==> config.mk <==
export PLATFORM = sky130hd
export DESIGN_NAME = forward
export DESIGN_NICKNAME = d
export VERILOG_FILES = /design/src/verilog/nn_pkg.sv /design/src/verilog/weight_memory.sv /design/src/verilog/neuron.sv /design/src/verilog/neuron_layer.sv /design/src/verilog/layer_controller.sv /design/src/verilog/forward.sv
export VERILOG_INCLUDE_DIRS = /design/src /design/src/verilog
export SDC_FILE = /design/constraint.sdc
export NUM_CORES = 2
export LEC_CHECK = 0
export BUFFER_PORTS_ARGS = -buffer_cell sky130_fd_sc_hd__buf_2
export CORE_ASPECT_RATIO = 0.9
export CORE_MARGIN = 2
export CORE_UTILIZATION = 50
export CTS_CLUSTER_DIAMETER = 40
export DETAILED_ROUTE_END_ITERATION = 8
export GPL_ROUTABILITY_DRIVEN = 1
export PLACE_DENSITY = 0.77
export SETUP_SLACK_MARGIN = 0.5
export SYNTH_ARGS = -nofsm -noshare
export SYNTH_HDL_FRONTEND = slang
export SYNTH_SLANG_ARGS = --single-unit
==> constraint.sdc <==
create_clock -name clk -period 9.3 [get_ports clk]
set_input_delay 1.86 -clock clk [delete_from_list [all_inputs] [get_ports clk]]
set_output_delay 1.86 -clock clk [all_outputs]
set_load 0.01 [all_outputs]
==> src/verilog/nn_cfg.svh <==
`ifndef NN_CFG_SVH
`define NN_CFG_SVH

// network shape
`define NN_LAYER_MAX        3
`define NN_NUM_NEURON       4
`define NN_LAYER_BITS       2

// input format, unsigned fixed point
`define NN_INPUT_SIZE       9
`define NN_INPUT_FRACTION   8

// weight format, signed fixed point
`define NN_WEIGHT_SIZE      17
`define NN_WEIGHT_FRACTION  8

// neuron output format and accumulator
`define NN_OUTPUT_SIZE      10
`define NN_FRACTION_BITS    6
`define NN_ACC_SIZE         32

`endif

==> src/verilog/nn_pkg.sv <==
`default_nettype none

`include "nn_cfg.svh"

package nn_pkg;

    // scalar values
    typedef logic [`NN_INPUT_SIZE-1:0] in_val_t;
    typedef logic signed [`NN_WEIGHT_SIZE-1:0] weight_t;
    typedef logic [`NN_OUTPUT_SIZE-1:0] out_val_t;
    typedef logic [`NN_LAYER_BITS-1:0] layer_idx_t;

    // one value per neuron
    typedef in_val_t [`NN_NUM_NEURON-1:0] in_vec_t;
    typedef out_val_t [`NN_NUM_NEURON-1:0] out_vec_t;

    // weights of one neuron, indexed by input
    typedef weight_t [`NN_NUM_NEURON-1:0] weight_row_t;

endpackage

`default_nettype wire

==> src/verilog/weight_memory.sv <==
`default_nettype none

`include "nn_cfg.svh"

module weight_memory (
    input  wire                 clk,
    input  wire                 rst_n,
    input  wire                 w_wr_en,
    input  wire nn_pkg::layer_idx_t w_layer,
    input  wire [1:0]           w_neuron,
    input  wire [1:0]           w_input,
    input  wire nn_pkg::weight_t w_data,
    input  wire nn_pkg::layer_idx_t layer_idx,
    output nn_pkg::weight_row_t [`NN_NUM_NEURON-1:0] layer_weights
);

    // layers by neurons, each entry a row over inputs
    nn_pkg::weight_row_t mem [`NN_LAYER_MAX][`NN_NUM_NEURON];

    // single weight write port
    always_ff @(posedge clk or negedge rst_n) begin
        if (!rst_n) begin
            for (int l = 0; l < `NN_LAYER_MAX; l++) begin
                for (int n = 0; n < `NN_NUM_NEURON; n++) begin
                    mem[l][n] <= '0;
                end
            end
        end else if (w_wr_en && (w_layer < `NN_LAYER_MAX)) begin
            // layer index 3 has no storage
            mem[w_layer][w_neuron][w_input] <= w_data;
        end
    end

    // whole matrix of the selected layer, no read latency
    always_comb begin
        for (int n = 0; n < `NN_NUM_NEURON; n++) begin
            if (layer_idx < `NN_LAYER_MAX) begin
                layer_weights[n] = mem[layer_idx][n];
            end else begin
                layer_weights[n] = '0;
            end
        end
    end

endmodule

`default_nettype wire

==> src/verilog/neuron.sv <==
`default_nettype none

`include "nn_cfg.svh"

module neuron (
    input  wire                  clk,
    input  wire                  rst_n,
    input  wire                  start,
    input  wire nn_pkg::in_vec_t inputs,
    input  wire nn_pkg::weight_row_t weights,
    output nn_pkg::out_val_t     out_value,
    output logic                 out_valid
);

    localparam int IDX_W   = $clog2(`NN_NUM_NEURON);
    localparam int STEP_W  = $clog2(`NN_NUM_NEURON + 1);
    // product carries input plus weight fraction, output keeps NN_FRACTION_BITS
    localparam int SHIFT   = `NN_INPUT_FRACTION + `NN_WEIGHT_FRACTION - `NN_FRACTION_BITS;
    localparam int OUT_MAX = (1 << `NN_OUTPUT_SIZE) - 1;

    logic [STEP_W-1:0]                step;
    logic                             running;
    logic                             step_last;
    logic signed [`NN_ACC_SIZE-1:0]   acc;
    logic signed [`NN_INPUT_SIZE:0]   in_sel;
    nn_pkg::weight_t                  w_sel;
    logic signed [`NN_ACC_SIZE-1:0]   prod;
    logic signed [`NN_ACC_SIZE-1:0]   act_shifted;
    nn_pkg::out_val_t                 act_value;

    //////////////////////////////////////////////////
    // MAC datapath
    //////////////////////////////////////////////////

    assign step_last = (step == STEP_W'(`NN_NUM_NEURON));

    // one input and its weight per step
    always_comb begin
        in_sel = $signed({1'b0, inputs[step[IDX_W-1:0]]});
        w_sel  = weights[step[IDX_W-1:0]];
        prod   = in_sel * w_sel;
    end

    // relu, rescale, clip
    always_comb begin
        act_shifted = acc >>> SHIFT;
        if (acc <= 0) begin
            act_value = '0;
        end else if (act_shifted > OUT_MAX) begin
            act_value = '1;
        end else begin
            act_value = act_shifted[`NN_OUTPUT_SIZE-1:0];
        end
    end

    always_ff @(posedge clk) begin
        if (start) begin
            acc <= '0;
        end else if (running && !step_last) begin
            acc <= acc + prod;
        end
        // result captured once the sum is complete
        if (running && step_last) begin
            out_value <= act_value;
        end
    end

    //////////////////////////////////////////////////
    // step control
    //////////////////////////////////////////////////

    always_ff @(posedge clk or negedge rst_n) begin
        if (!rst_n) begin
            step      <= '0;
            running   <= 1'b0;
            out_valid <= 1'b0;
        end else if (start) begin
            step      <= '0;
            running   <= 1'b1;
            out_valid <= 1'b0;
        end else if (running) begin
            if (step_last) begin
                running   <= 1'b0;
                // held until the next start
                out_valid <= 1'b1;
            end else begin
                step <= step + 1'b1;
            end
        end
    end

endmodule

`default_nettype wire

==> src/verilog/neuron_layer.sv <==
`default_nettype none

`include "nn_cfg.svh"

module neuron_layer (
    input  wire                  clk,
    input  wire                  rst_n,
    input  wire                  layer_start,
    input  wire nn_pkg::in_vec_t layer_input,
    input  wire nn_pkg::weight_row_t [`NN_NUM_NEURON-1:0] layer_weights,
    output nn_pkg::out_vec_t     layer_output,
    output logic                 layer_done
);

    // per neuron valid levels
    logic [`NN_NUM_NEURON-1:0] neuron_valid;

    // every neuron sees the same input vector
    // and its own weight row
    genvar g;
    generate
        for (g = 0; g < `NN_NUM_NEURON; g++) begin : g_neuron
            neuron neuron_inst (
                .clk       (clk),
                .rst_n     (rst_n),
                .start     (layer_start),
                .inputs    (layer_input),
                .weights   (layer_weights[g]),
                .out_value (layer_output[g]),
                .out_valid (neuron_valid[g])
            );
        end
    endgenerate

    // full layer in use, so done means all valid
    // drops after the edge that samples layer_start
    assign layer_done = &neuron_valid;

endmodule

`default_nettype wire

==> src/verilog/layer_controller.sv <==
`default_nettype none

`include "nn_cfg.svh"

module layer_controller (
    input  wire                     clk,
    input  wire                     rst_n,
    input  wire                     start,
    input  wire nn_pkg::in_vec_t    start_input,
    input  wire nn_pkg::layer_idx_t layer_count,
    input  wire nn_pkg::out_vec_t   layer_output,
    input  wire                     layer_done,
    output logic                    layer_start,
    output nn_pkg::in_vec_t         layer_input,
    output nn_pkg::layer_idx_t      layer_idx,
    output nn_pkg::out_vec_t        final_output,
    output logic                    final_output_valid,
    output logic                    busy
);

    // output fraction back up to input fraction
    localparam int RESCALE_SHIFT = `NN_INPUT_FRACTION - `NN_FRACTION_BITS;
    localparam int IN_MAX        = (1 << `NN_INPUT_SIZE) - 1;

    typedef enum logic [1:0] {
        ST_IDLE,
        ST_RUN,
        ST_WAIT
    } state_t;

    state_t             state;
    nn_pkg::in_vec_t    in_reg;
    nn_pkg::layer_idx_t count_reg;
    logic               layer_last;

    // output value to next layer input, clipped
    function automatic nn_pkg::in_val_t rescale(input nn_pkg::out_val_t v);
        logic [`NN_OUTPUT_SIZE+RESCALE_SHIFT-1:0] scaled;
        scaled = {v, {RESCALE_SHIFT{1'b0}}};
        if (scaled > IN_MAX) begin
            return '1;
        end
        return scaled[`NN_INPUT_SIZE-1:0];
    endfunction

    assign layer_input = in_reg;
    assign layer_last  = (layer_idx == nn_pkg::layer_idx_t'(count_reg - 1'b1));

    //////////////////////////////////////////////////
    // layer sequencing FSM
    //////////////////////////////////////////////////

    always_ff @(posedge clk or negedge rst_n) begin
        if (!rst_n) begin
            state              <= ST_IDLE;
            in_reg             <= '0;
            count_reg          <= '0;
            layer_idx          <= '0;
            layer_start        <= 1'b0;
            final_output       <= '0;
            final_output_valid <= 1'b0;
            busy               <= 1'b0;
        end else begin
            // single cycle strobes
            layer_start        <= 1'b0;
            final_output_valid <= 1'b0;
            case (state)
                ST_IDLE: begin
                    // zero layers means nothing to do
                    if (start && (layer_count != '0)) begin
                        in_reg      <= start_input;
                        count_reg   <= layer_count;
                        layer_idx   <= '0;
                        layer_start <= 1'b1;
                        busy        <= 1'b1;
                        state       <= ST_RUN;
                    end
                end
                ST_RUN: begin
                    // layer_done still shows the previous pass here
                    state <= ST_WAIT;
                end
                ST_WAIT: begin
                    if (layer_done) begin
                        if (layer_last) begin
                            final_output       <= layer_output;
                            final_output_valid <= 1'b1;
                            busy               <= 1'b0;
                            state              <= ST_IDLE;
                        end else begin
                            for (int n = 0; n < `NN_NUM_NEURON; n++) begin
                                in_reg[n] <= rescale(layer_output[n]);
                            end
                            layer_idx   <= layer_idx + 1'b1;
                            layer_start <= 1'b1;
                            state       <= ST_RUN;
                        end
                    end
                end
                default: begin
                    state <= ST_IDLE;
                end
            endcase
        end
    end

endmodule

`default_nettype wire

==> src/verilog/forward.sv <==
`default_nettype none

`include "nn_cfg.svh"

module forward (
    input  wire                     clk,
    input  wire                     rst_n,
    input  wire                     start,
    input  wire nn_pkg::in_vec_t    start_input,
    input  wire nn_pkg::layer_idx_t layer_count,
    input  wire                     w_wr_en,
    input  wire nn_pkg::layer_idx_t w_layer,
    input  wire [1:0]               w_neuron,
    input  wire [1:0]               w_input,
    input  wire nn_pkg::weight_t    w_data,
    output nn_pkg::out_vec_t        final_output,
    output logic                    final_output_valid,
    output logic                    busy
);

    // controller to layer and memory
    logic                 layer_start;
    nn_pkg::in_vec_t      layer_input;
    nn_pkg::layer_idx_t   layer_idx;
    // memory to layer
    nn_pkg::weight_row_t [`NN_NUM_NEURON-1:0] layer_weights;
    // layer back to controller
    nn_pkg::out_vec_t     layer_output;
    logic                 layer_done;

    layer_controller layer_controller_inst (
        .clk                (clk),
        .rst_n              (rst_n),
        .start              (start),
        .start_input        (start_input),
        .layer_count        (layer_count),
        .layer_output       (layer_output),
        .layer_done         (layer_done),
        .layer_start        (layer_start),
        .layer_input        (layer_input),
        .layer_idx          (layer_idx),
        .final_output       (final_output),
        .final_output_valid (final_output_valid),
        .busy               (busy)
    );

    weight_memory weight_memory_inst (
        .clk           (clk),
        .rst_n         (rst_n),
        .w_wr_en       (w_wr_en),
        .w_layer       (w_layer),
        .w_neuron      (w_neuron),
        .w_input       (w_input),
        .w_data        (w_data),
        .layer_idx     (layer_idx),
        .layer_weights (layer_weights)
    );

    // one physical layer reused for every logical layer
    neuron_layer neuron_layer_inst (
        .clk           (clk),
        .rst_n         (rst_n),
        .layer_start   (layer_start),
        .layer_input   (layer_input),
        .layer_weights (layer_weights),
        .layer_output  (layer_output),
        .layer_done    (layer_done)
    );

endmodule

`default_nettype wire

=== Yosys cells after proc, flatten, opt, wreduce, memory -nomap -nowiden ===
Cells that the tools add are included.

* $add $sub $neg: 10
* Multipliers: 4
* $lt $le $gt $ge: 25
* Eq/ne operators: 15
* Mux-type cells: 117
* Bitwise operators: 3
* Reduce and logical (&&, ||, !) cells: 42

{| class="wikitable"
|+ Operators by type and width
! operator !! number
|-
| $bwmux 816 || 1
|-
| $mux 272 || 3
|-
| $bmux 272 s2 || 1
|-
| $demux 272 s2 || 1
|-
| $mux 68 || 5
|-
| $bmux 17 s2 || 4
|-
| $demux 68 s2 || 1
|-
| $add 32x27->32 || 4
|-
| $le 32x1->1 const B || 4
|-
| $mul 10x17->27 || 4
|-
| $mux 36 || 3
|-
| $mux 9 || 12
|-
| $gt 22x11->1 const B || 4
|-
| $mux 17 || 5
|-
| $bmux 9 s2 || 4
|-
| $pmux 36 s2 || 1
|-
| $mux 1 || 50
|-
| $gt 12x9->1 const B || 4
|-
| $mux 10 || 4
|-
| $mux 3 || 12
|-
| $demux 17 s2 || 1
|-
| $reduce_and 2->1 || 10
|-
| $reduce_bool 2->1 || 10
|-
| $lt 2x3->1 const B || 5
|-
| 23 further kinds || 63
|}

* Bits in registers: 1089

=== Longest topological paths before layout ===
* Word-level depth: 9
* Depth in mapped cells: 29
* Mapped depth without buffers: 27

=== By module ===
A second synthesis with hierarchy kept.

* Cell total of the unflattened synthesis: 7290
* Area total of the unflattened synthesis: 78716.7 um^2

{| class="wikitable"
|+ Modules (own cells, without submodules)
! module !! instances !! cells an instance !! area an instance (um^2) !! sequential area each (um^2)
|-
| weight_memory || 1 || 2751 || 36547.6 || 20419.6
|-
| neuron (neuron_layer_inst.g_neuron[3].neuron_inst) || 1 || 1068 || 9696.8 || 1066.0
|-
| neuron (neuron_layer_inst.g_neuron[1].neuron_inst) || 1 || 1064 || 9648.0 || 1066.0
|-
| neuron (neuron_layer_inst.g_neuron[0].neuron_inst) || 1 || 1049 || 9628.0 || 1066.0
|-
| neuron (neuron_layer_inst.g_neuron[2].neuron_inst) || 1 || 1053 || 9547.9 || 1066.0
|-
| layer_controller || 1 || 304 || 3639.7 || 2127.0
|-
| neuron_layer || 1 || 1 || 8.8 || 0.0
|}

=== Worst setup path after synthesis ===
OpenSTA, ideal clock, no wires.

* Path kind: register -> register
* Start: register neuron_layer_inst.g_neuron[0].neuron_inst.step[0]
* End: register neuron_layer_inst.g_neuron[0].neuron_inst.acc[31]
* Library setup time: 0.123 ns
* Arrival: 6.814 ns
* Required time: 9.177 ns
* Setup slack: 2.363 ns
* Cell stages (with the launch flop): 28
* Path buffers: 3
* Path through: dfrtp_1 -> buf_2 -> buf_1 -> mux4_2 -> nand2_1 -> a21oi_1 -> a21oi_1 -> nor2_1 -> nand2_1 -> fa_1 -> inv_1 -> fa_1 -> fa_1 -> fa_1 -> inv_1 -> fa_1 -> inv_1 -> ha_1 -> buf_2 -> a21o_1 -> a21o_1 -> a221oi_2 -> nand2_1 -> a311o_1 -> a41oi_2 -> o211ai_1 -> o41a_1 -> mux2_1

* Longest elaborated chain between the ends: 4

{| class="wikitable"
|+ Ends and longest elaborated chain
! element !! line !! RTL
|-
| start, declared || neuron.sv:21 || <nowiki>logic [STEP_W-1:0] step;</nowiki>
|-
| start signal, assigned || neuron.sv:87 || <nowiki>step <= step + 1'b1;</nowiki>
|-
| $bmux 9 s2 or $bmux 17 s2 (tied branches) || neuron.sv:39, neuron.sv:40 ||
|-
| $mux 9 (implied by the code) or $mux 17 (tied branches) || neuron.sv:39, neuron.sv:40 ||
|-
| $mul 10x17->27 || neuron.sv:41 || <nowiki>prod = in_sel * w_sel;</nowiki>
|-
| $add 32x27->32 || neuron.sv:60 || <nowiki>acc <= acc + prod;</nowiki>
|-
| end signal, assigned || neuron.sv:60 ||
|-
| end, declared || neuron.sv:24 || <nowiki>logic signed [`NN_ACC_SIZE-1:0] acc;</nowiki>
|}

Parallel ways exist; a longest one is shown, timed or not. The select of a mux whose other input is x is not followed.
A chain may end at the register's enable or synchronous reset.

=== Final worst setup path ===
* Start: register layer_controller_inst.layer_idx[0]
* End: register neuron_layer_inst.g_neuron[3].neuron_inst.acc[31]

* Longest elaborated chain between the ends: 9

{| class="wikitable"
|+ Ends and longest elaborated chain
! element !! line !! RTL
|-
| start, declared || layer_controller.sv:15 || <nowiki>output nn_pkg::layer_idx_t layer_idx,</nowiki>
|-
| start signal, assigned || layer_controller.sv:94 || <nowiki>layer_idx <= layer_idx + 1'b1;</nowiki>
|-
| $not 2->3 (implied by the code) || weight_memory.sv:38 || <nowiki>layer_weights[n] = mem[layer_idx][n];</nowiki>
|-
| $bmux 272 s2 || weight_memory.sv:38 ||
|-
| $mux 272 (2 in series) || -- ||
|-
| $mux 68 * || weight_memory.sv:37 || <nowiki>if (layer_idx < `NN_LAYER_MAX) begin</nowiki>
|-
| $bmux 17 s2 * || neuron.sv:40 || <nowiki>w_sel = weights[step[IDX_W-1:0]];</nowiki>
|-
| $mux 17 (implied by the code) * || neuron.sv:40 ||
|-
| $mul 10x17->27 * || neuron.sv:41 ||
|-
| $add 32x27->32 * || neuron.sv:60 ||
|-
| end signal, assigned || neuron.sv:60 ||
|-
| end, declared || neuron.sv:24 ||
|}

Mark *: on every way between the ends. The rest lies on a longest branch, timed or not. The select of a mux whose other input is x is not followed.

==> impl_metrics.csv <==
group,metric,value,unit
route,avgRoutedWirePerCell,22.1,um
clocking,clockRootBuffer,"clkbuf_16",
yosys,yosysSeqAreaShare,0.349,
place,io_buffers,106,
sta,finalHoldViolCount,0,
sta,maxSlewViolCount,0,
sta,setup_viol,0,
yosys,avgSynthCellArea,11.0,sq um
job,maxCapViolCount,0,
worst_setup_path,critPathKind,"reg2reg",
floorplan,coreArea,153000,sq um
worst_setup_path,worst_path_max_delay_cell,"dfrtp_4",
yosys,synthTopCellsByArea,"dfrtp_1 (30%), fa_1 (18%), mux2_2 (12%)",
global_route,grt_pass1_wl,321000,um
global_route,grt_max_degree,205,
clocking,numCtsBuffers,147,
sta,min_period,8.36,ns
worst_setup_path,cp_common_cell,"fa_1",
global_route,grt_util_all_layers,0.263,
yosys,synth_area_leader_cell,"dfrtp_1",
worst_setup_path,required,9.99,ns
worst_setup_path,cp_num_buf_inv,4,
floorplan,ios,107,
cells_and_area,syn2layout_area_growth,9.84,%
yosys,ys_async_sr_fraction,0.846,
cells_and_area,regMostFlops,"weight_memory_inst.mem",
route,postRouteWirelength,202000,um
yosys,synth-main-ff-cell,"dfrtp_1",
sta,fin_skew,0.0509,ns
route,first_pass_iters,5,
sta,rsz0062_at_grt,"no",
yosys,synthTopCellsByCount,"inv_1 (1,041), dfrtp_1 (921), nand2_1 (856)",
place,hpwlAfterDp,142000,um
route,postRouteAntennaNets,0,
worst_setup_path,worstPathArrival,9.06,ns
worst_setup_path,crit_fanout,49,
clocking,cts.sinks,1089,
yosys,synthDistinctLibCells,78,
clocking,clockBufferDepth,3,
clocking,cts_max_level,4,
worst_setup_path,path_cells,"nor2b_4, buf_4, nand2_1, a21oi_1, nand2_1, fa_1, inv_1, fa_1, fa_1, fa_1, inv_1, fa_1, inv_1, ha_1, and3_1, o211ai_1, o21bai_1, a21boi_1, o311ai_0, a31oi_1, xor2_1, or3_1, a21oi_1",
global_route,grt_overflow,0,
floorplan,die_w,417,um
yosys,synth_enable_flop_cells,40,
floorplan,die-area,157000,sq um
clocking,clkLatencyLatePin,0.81,ns
worst_setup_path,worstSetupEndpointType,"flip-flop",
global_route,antenna_found_initial,19,
cells_and_area,largest_register_ffs,816,
floorplan,rows,136,
worst_setup_path,crit_family,"adder cells",
cells_and_area,drive_gt1_frac,0.215,
yosys,synth_area,76900,sq um
status,outcome,"finished clean",
yosys,yosys.area.top_type_share,0.300,
route,drtIter0Drc,4785,
yosys,yosysWarnings,0,
route,route.detailed.drc,0,
global_route,grt_pass1_vias,56457,
route,via_per_inst,5.83,
sta,fmax,120,MHz
cells_and_area,largestRegisters,"weight_memory_inst.mem: 816 flops, neuron_layer_inst.g_neuron.neuron_inst.acc: 128 flops",
yosys,syn_inst,7006,
yosys,yosysMostFrequentCell,"inv_1",
clocking,cts_tree,"done",
worst_setup_path,cp-start-kind,"flip-flop",
sta,max-slew-margin-rel,0.179,
cells_and_area,num-nets-final,8028,
yosys,syn-num-nets,8040,
sta,worst_pin_slew,1.23,ns
worst_setup_path,max_stage_delay,0.89,ns
sta,post-route-period-util,0.899,
floorplan,start_util,0.504,
sta,fin_setup_tns,0,ns
clocking,path_clk_slew,0.06,ns
place,gp_congestion,0.922,
floorplan,die_y,376,um
worst_hold_path,hp-class,"reg2reg",
yosys,synth_seq_cells,1089,
route,vias,53221,
clocking,hold_buffers,0,
clocking,cts_resized,0,
what timing repair did:
action,4_1_cts,5_1_grt
hold endpoints to repair,0,0
endpoints found under the setup margin,0,1
setup buffers,0,1
worst register-to-register path, cell delays in order, from the launching register on:
cell	delay (ns)
dfrtp_4	0.89
nor2b_4	0.77
buf_4	0.36
nand2_1	0.09
a21oi_1	0.61
nand2_1	0.18
fa_1	0.58
inv_1	0.06
fa_1	0.49
fa_1	0.52
fa_1	0.51
inv_1	0.06
fa_1	0.48
inv_1	0.05
ha_1	0.38
and3_1	0.20
o211ai_1	0.13
o21bai_1	0.24
a21boi_1	0.21
o311ai_0	0.63
a31oi_1	0.19
xor2_1	0.19
or3_1	0.31
a21oi_1	0.14
metrics by stage:
stage | utilization | setup WS [ns] | cell area, sq um | hold WS, ns | instances
CTS | 0.553 | 0.937 | 84400 | 0.465 | 9114
global placement | 0.520 | 1.26 | 79300 | 0.441 | 8845
floorplan | - | 2.36 | 76900 | 0.432 | 7006
global route | 0.553 | 0.631 | 84400 | 0.483 | 9122
detailed placement | 0.520 | 1.04 | 79300 | 0.458 | 8845
finish | 0.553 | 0.935 | 84500 | 0.462 | 9123
worst paths after layout:
path                                                     from                          end  slack, ns  cells after the start
max in group asynchronous                               rst_n  weight_memory_inst.mem[553]       5.90                      3
min in group asynchronous                               rst_n   asynchronous set/reset pin       1.12                      1
min reg2reg                                         flip-flop                    flip-flop       0.46                      2
max reg2reg                layer_controller_inst.layer_idx[0]                    flip-flop       0.94                     23
max                        layer_controller_inst.layer_idx[0]                    flip-flop       0.94                     23
min                                                 flip-flop                    flip-flop       0.46                      2
metal layers:
layer / share of wire / track usage / up-vias
met5: 0 / 0 / -
met4: 0.043 / 0.110 / 0
met3: 0.075 / 0.0475 / 455
met2: 0.47 / 0.423 / 2064
met1: 0.41 / 0.353 / 27650
li1: - / - / 23052
cell usage in the layout (no fill, tap or decap), drive strengths merged, types with 36 or more instances in the layout:
master | Yosys | routed
xnor2 | 59 | 59
a21oi | 240 | 240
and2 | 89 | 89
dfrtp | 921 | 921
nor2 | 346 | 346
edfxtp | 40 | 40
o21a | 54 | 54
nor3 | 40 | 40
a31oi | 46 | 46
inv | 1041 | 1066
mux2 | 839 | 839
a21o | 132 | 132
o21ai | 92 | 92
fa | 680 | 680
xor2 | 36 | 36
ha | 289 | 289
nand2 | 856 | 856
buf | 88 | 188
mux4 | 221 | 221
clkbuf | 261 | 196
a211oi | 61 | 61
nor2b | 79 | 79
clkinv | 5 | 37
nand2b | 51 | 51
dfxtp | 128 | 128
logic make-up (layout without fill, tap and decap cells):
logic type	Yosys count	in the layout	share of synthesized area
XOR/XNOR	95	95	0.0108
multiplexers	1084	1084	0.191
buffers and inverters	1395	1503	0.0692
AND/OR/NAND/NOR	1614	1614	0.0916
flip-flops	1089	1089	0.349
other	0	8	0
AO/OA/AOI/OAI	760	760	0.0649
adder cells (fa/ha/maj)	969	969	0.224
final cells by class:
cell class / instances / area, sq um
fill: 12323 / 68200
multi-input combinational: 4522 / 44800
sequential: 1089 / 26800
clock buffer: 196 / 4040
inverter: 1046 / 3930
tap: 2001 / 2500
timing repair buffer: 188 / 1270
clock inverter: 73 / 1050
antenna: 8 / 20.0
Power is left out: the tool's default activity adds up to more than one toggle a clock period on the data nets, which glitch-free logic cannot reach.
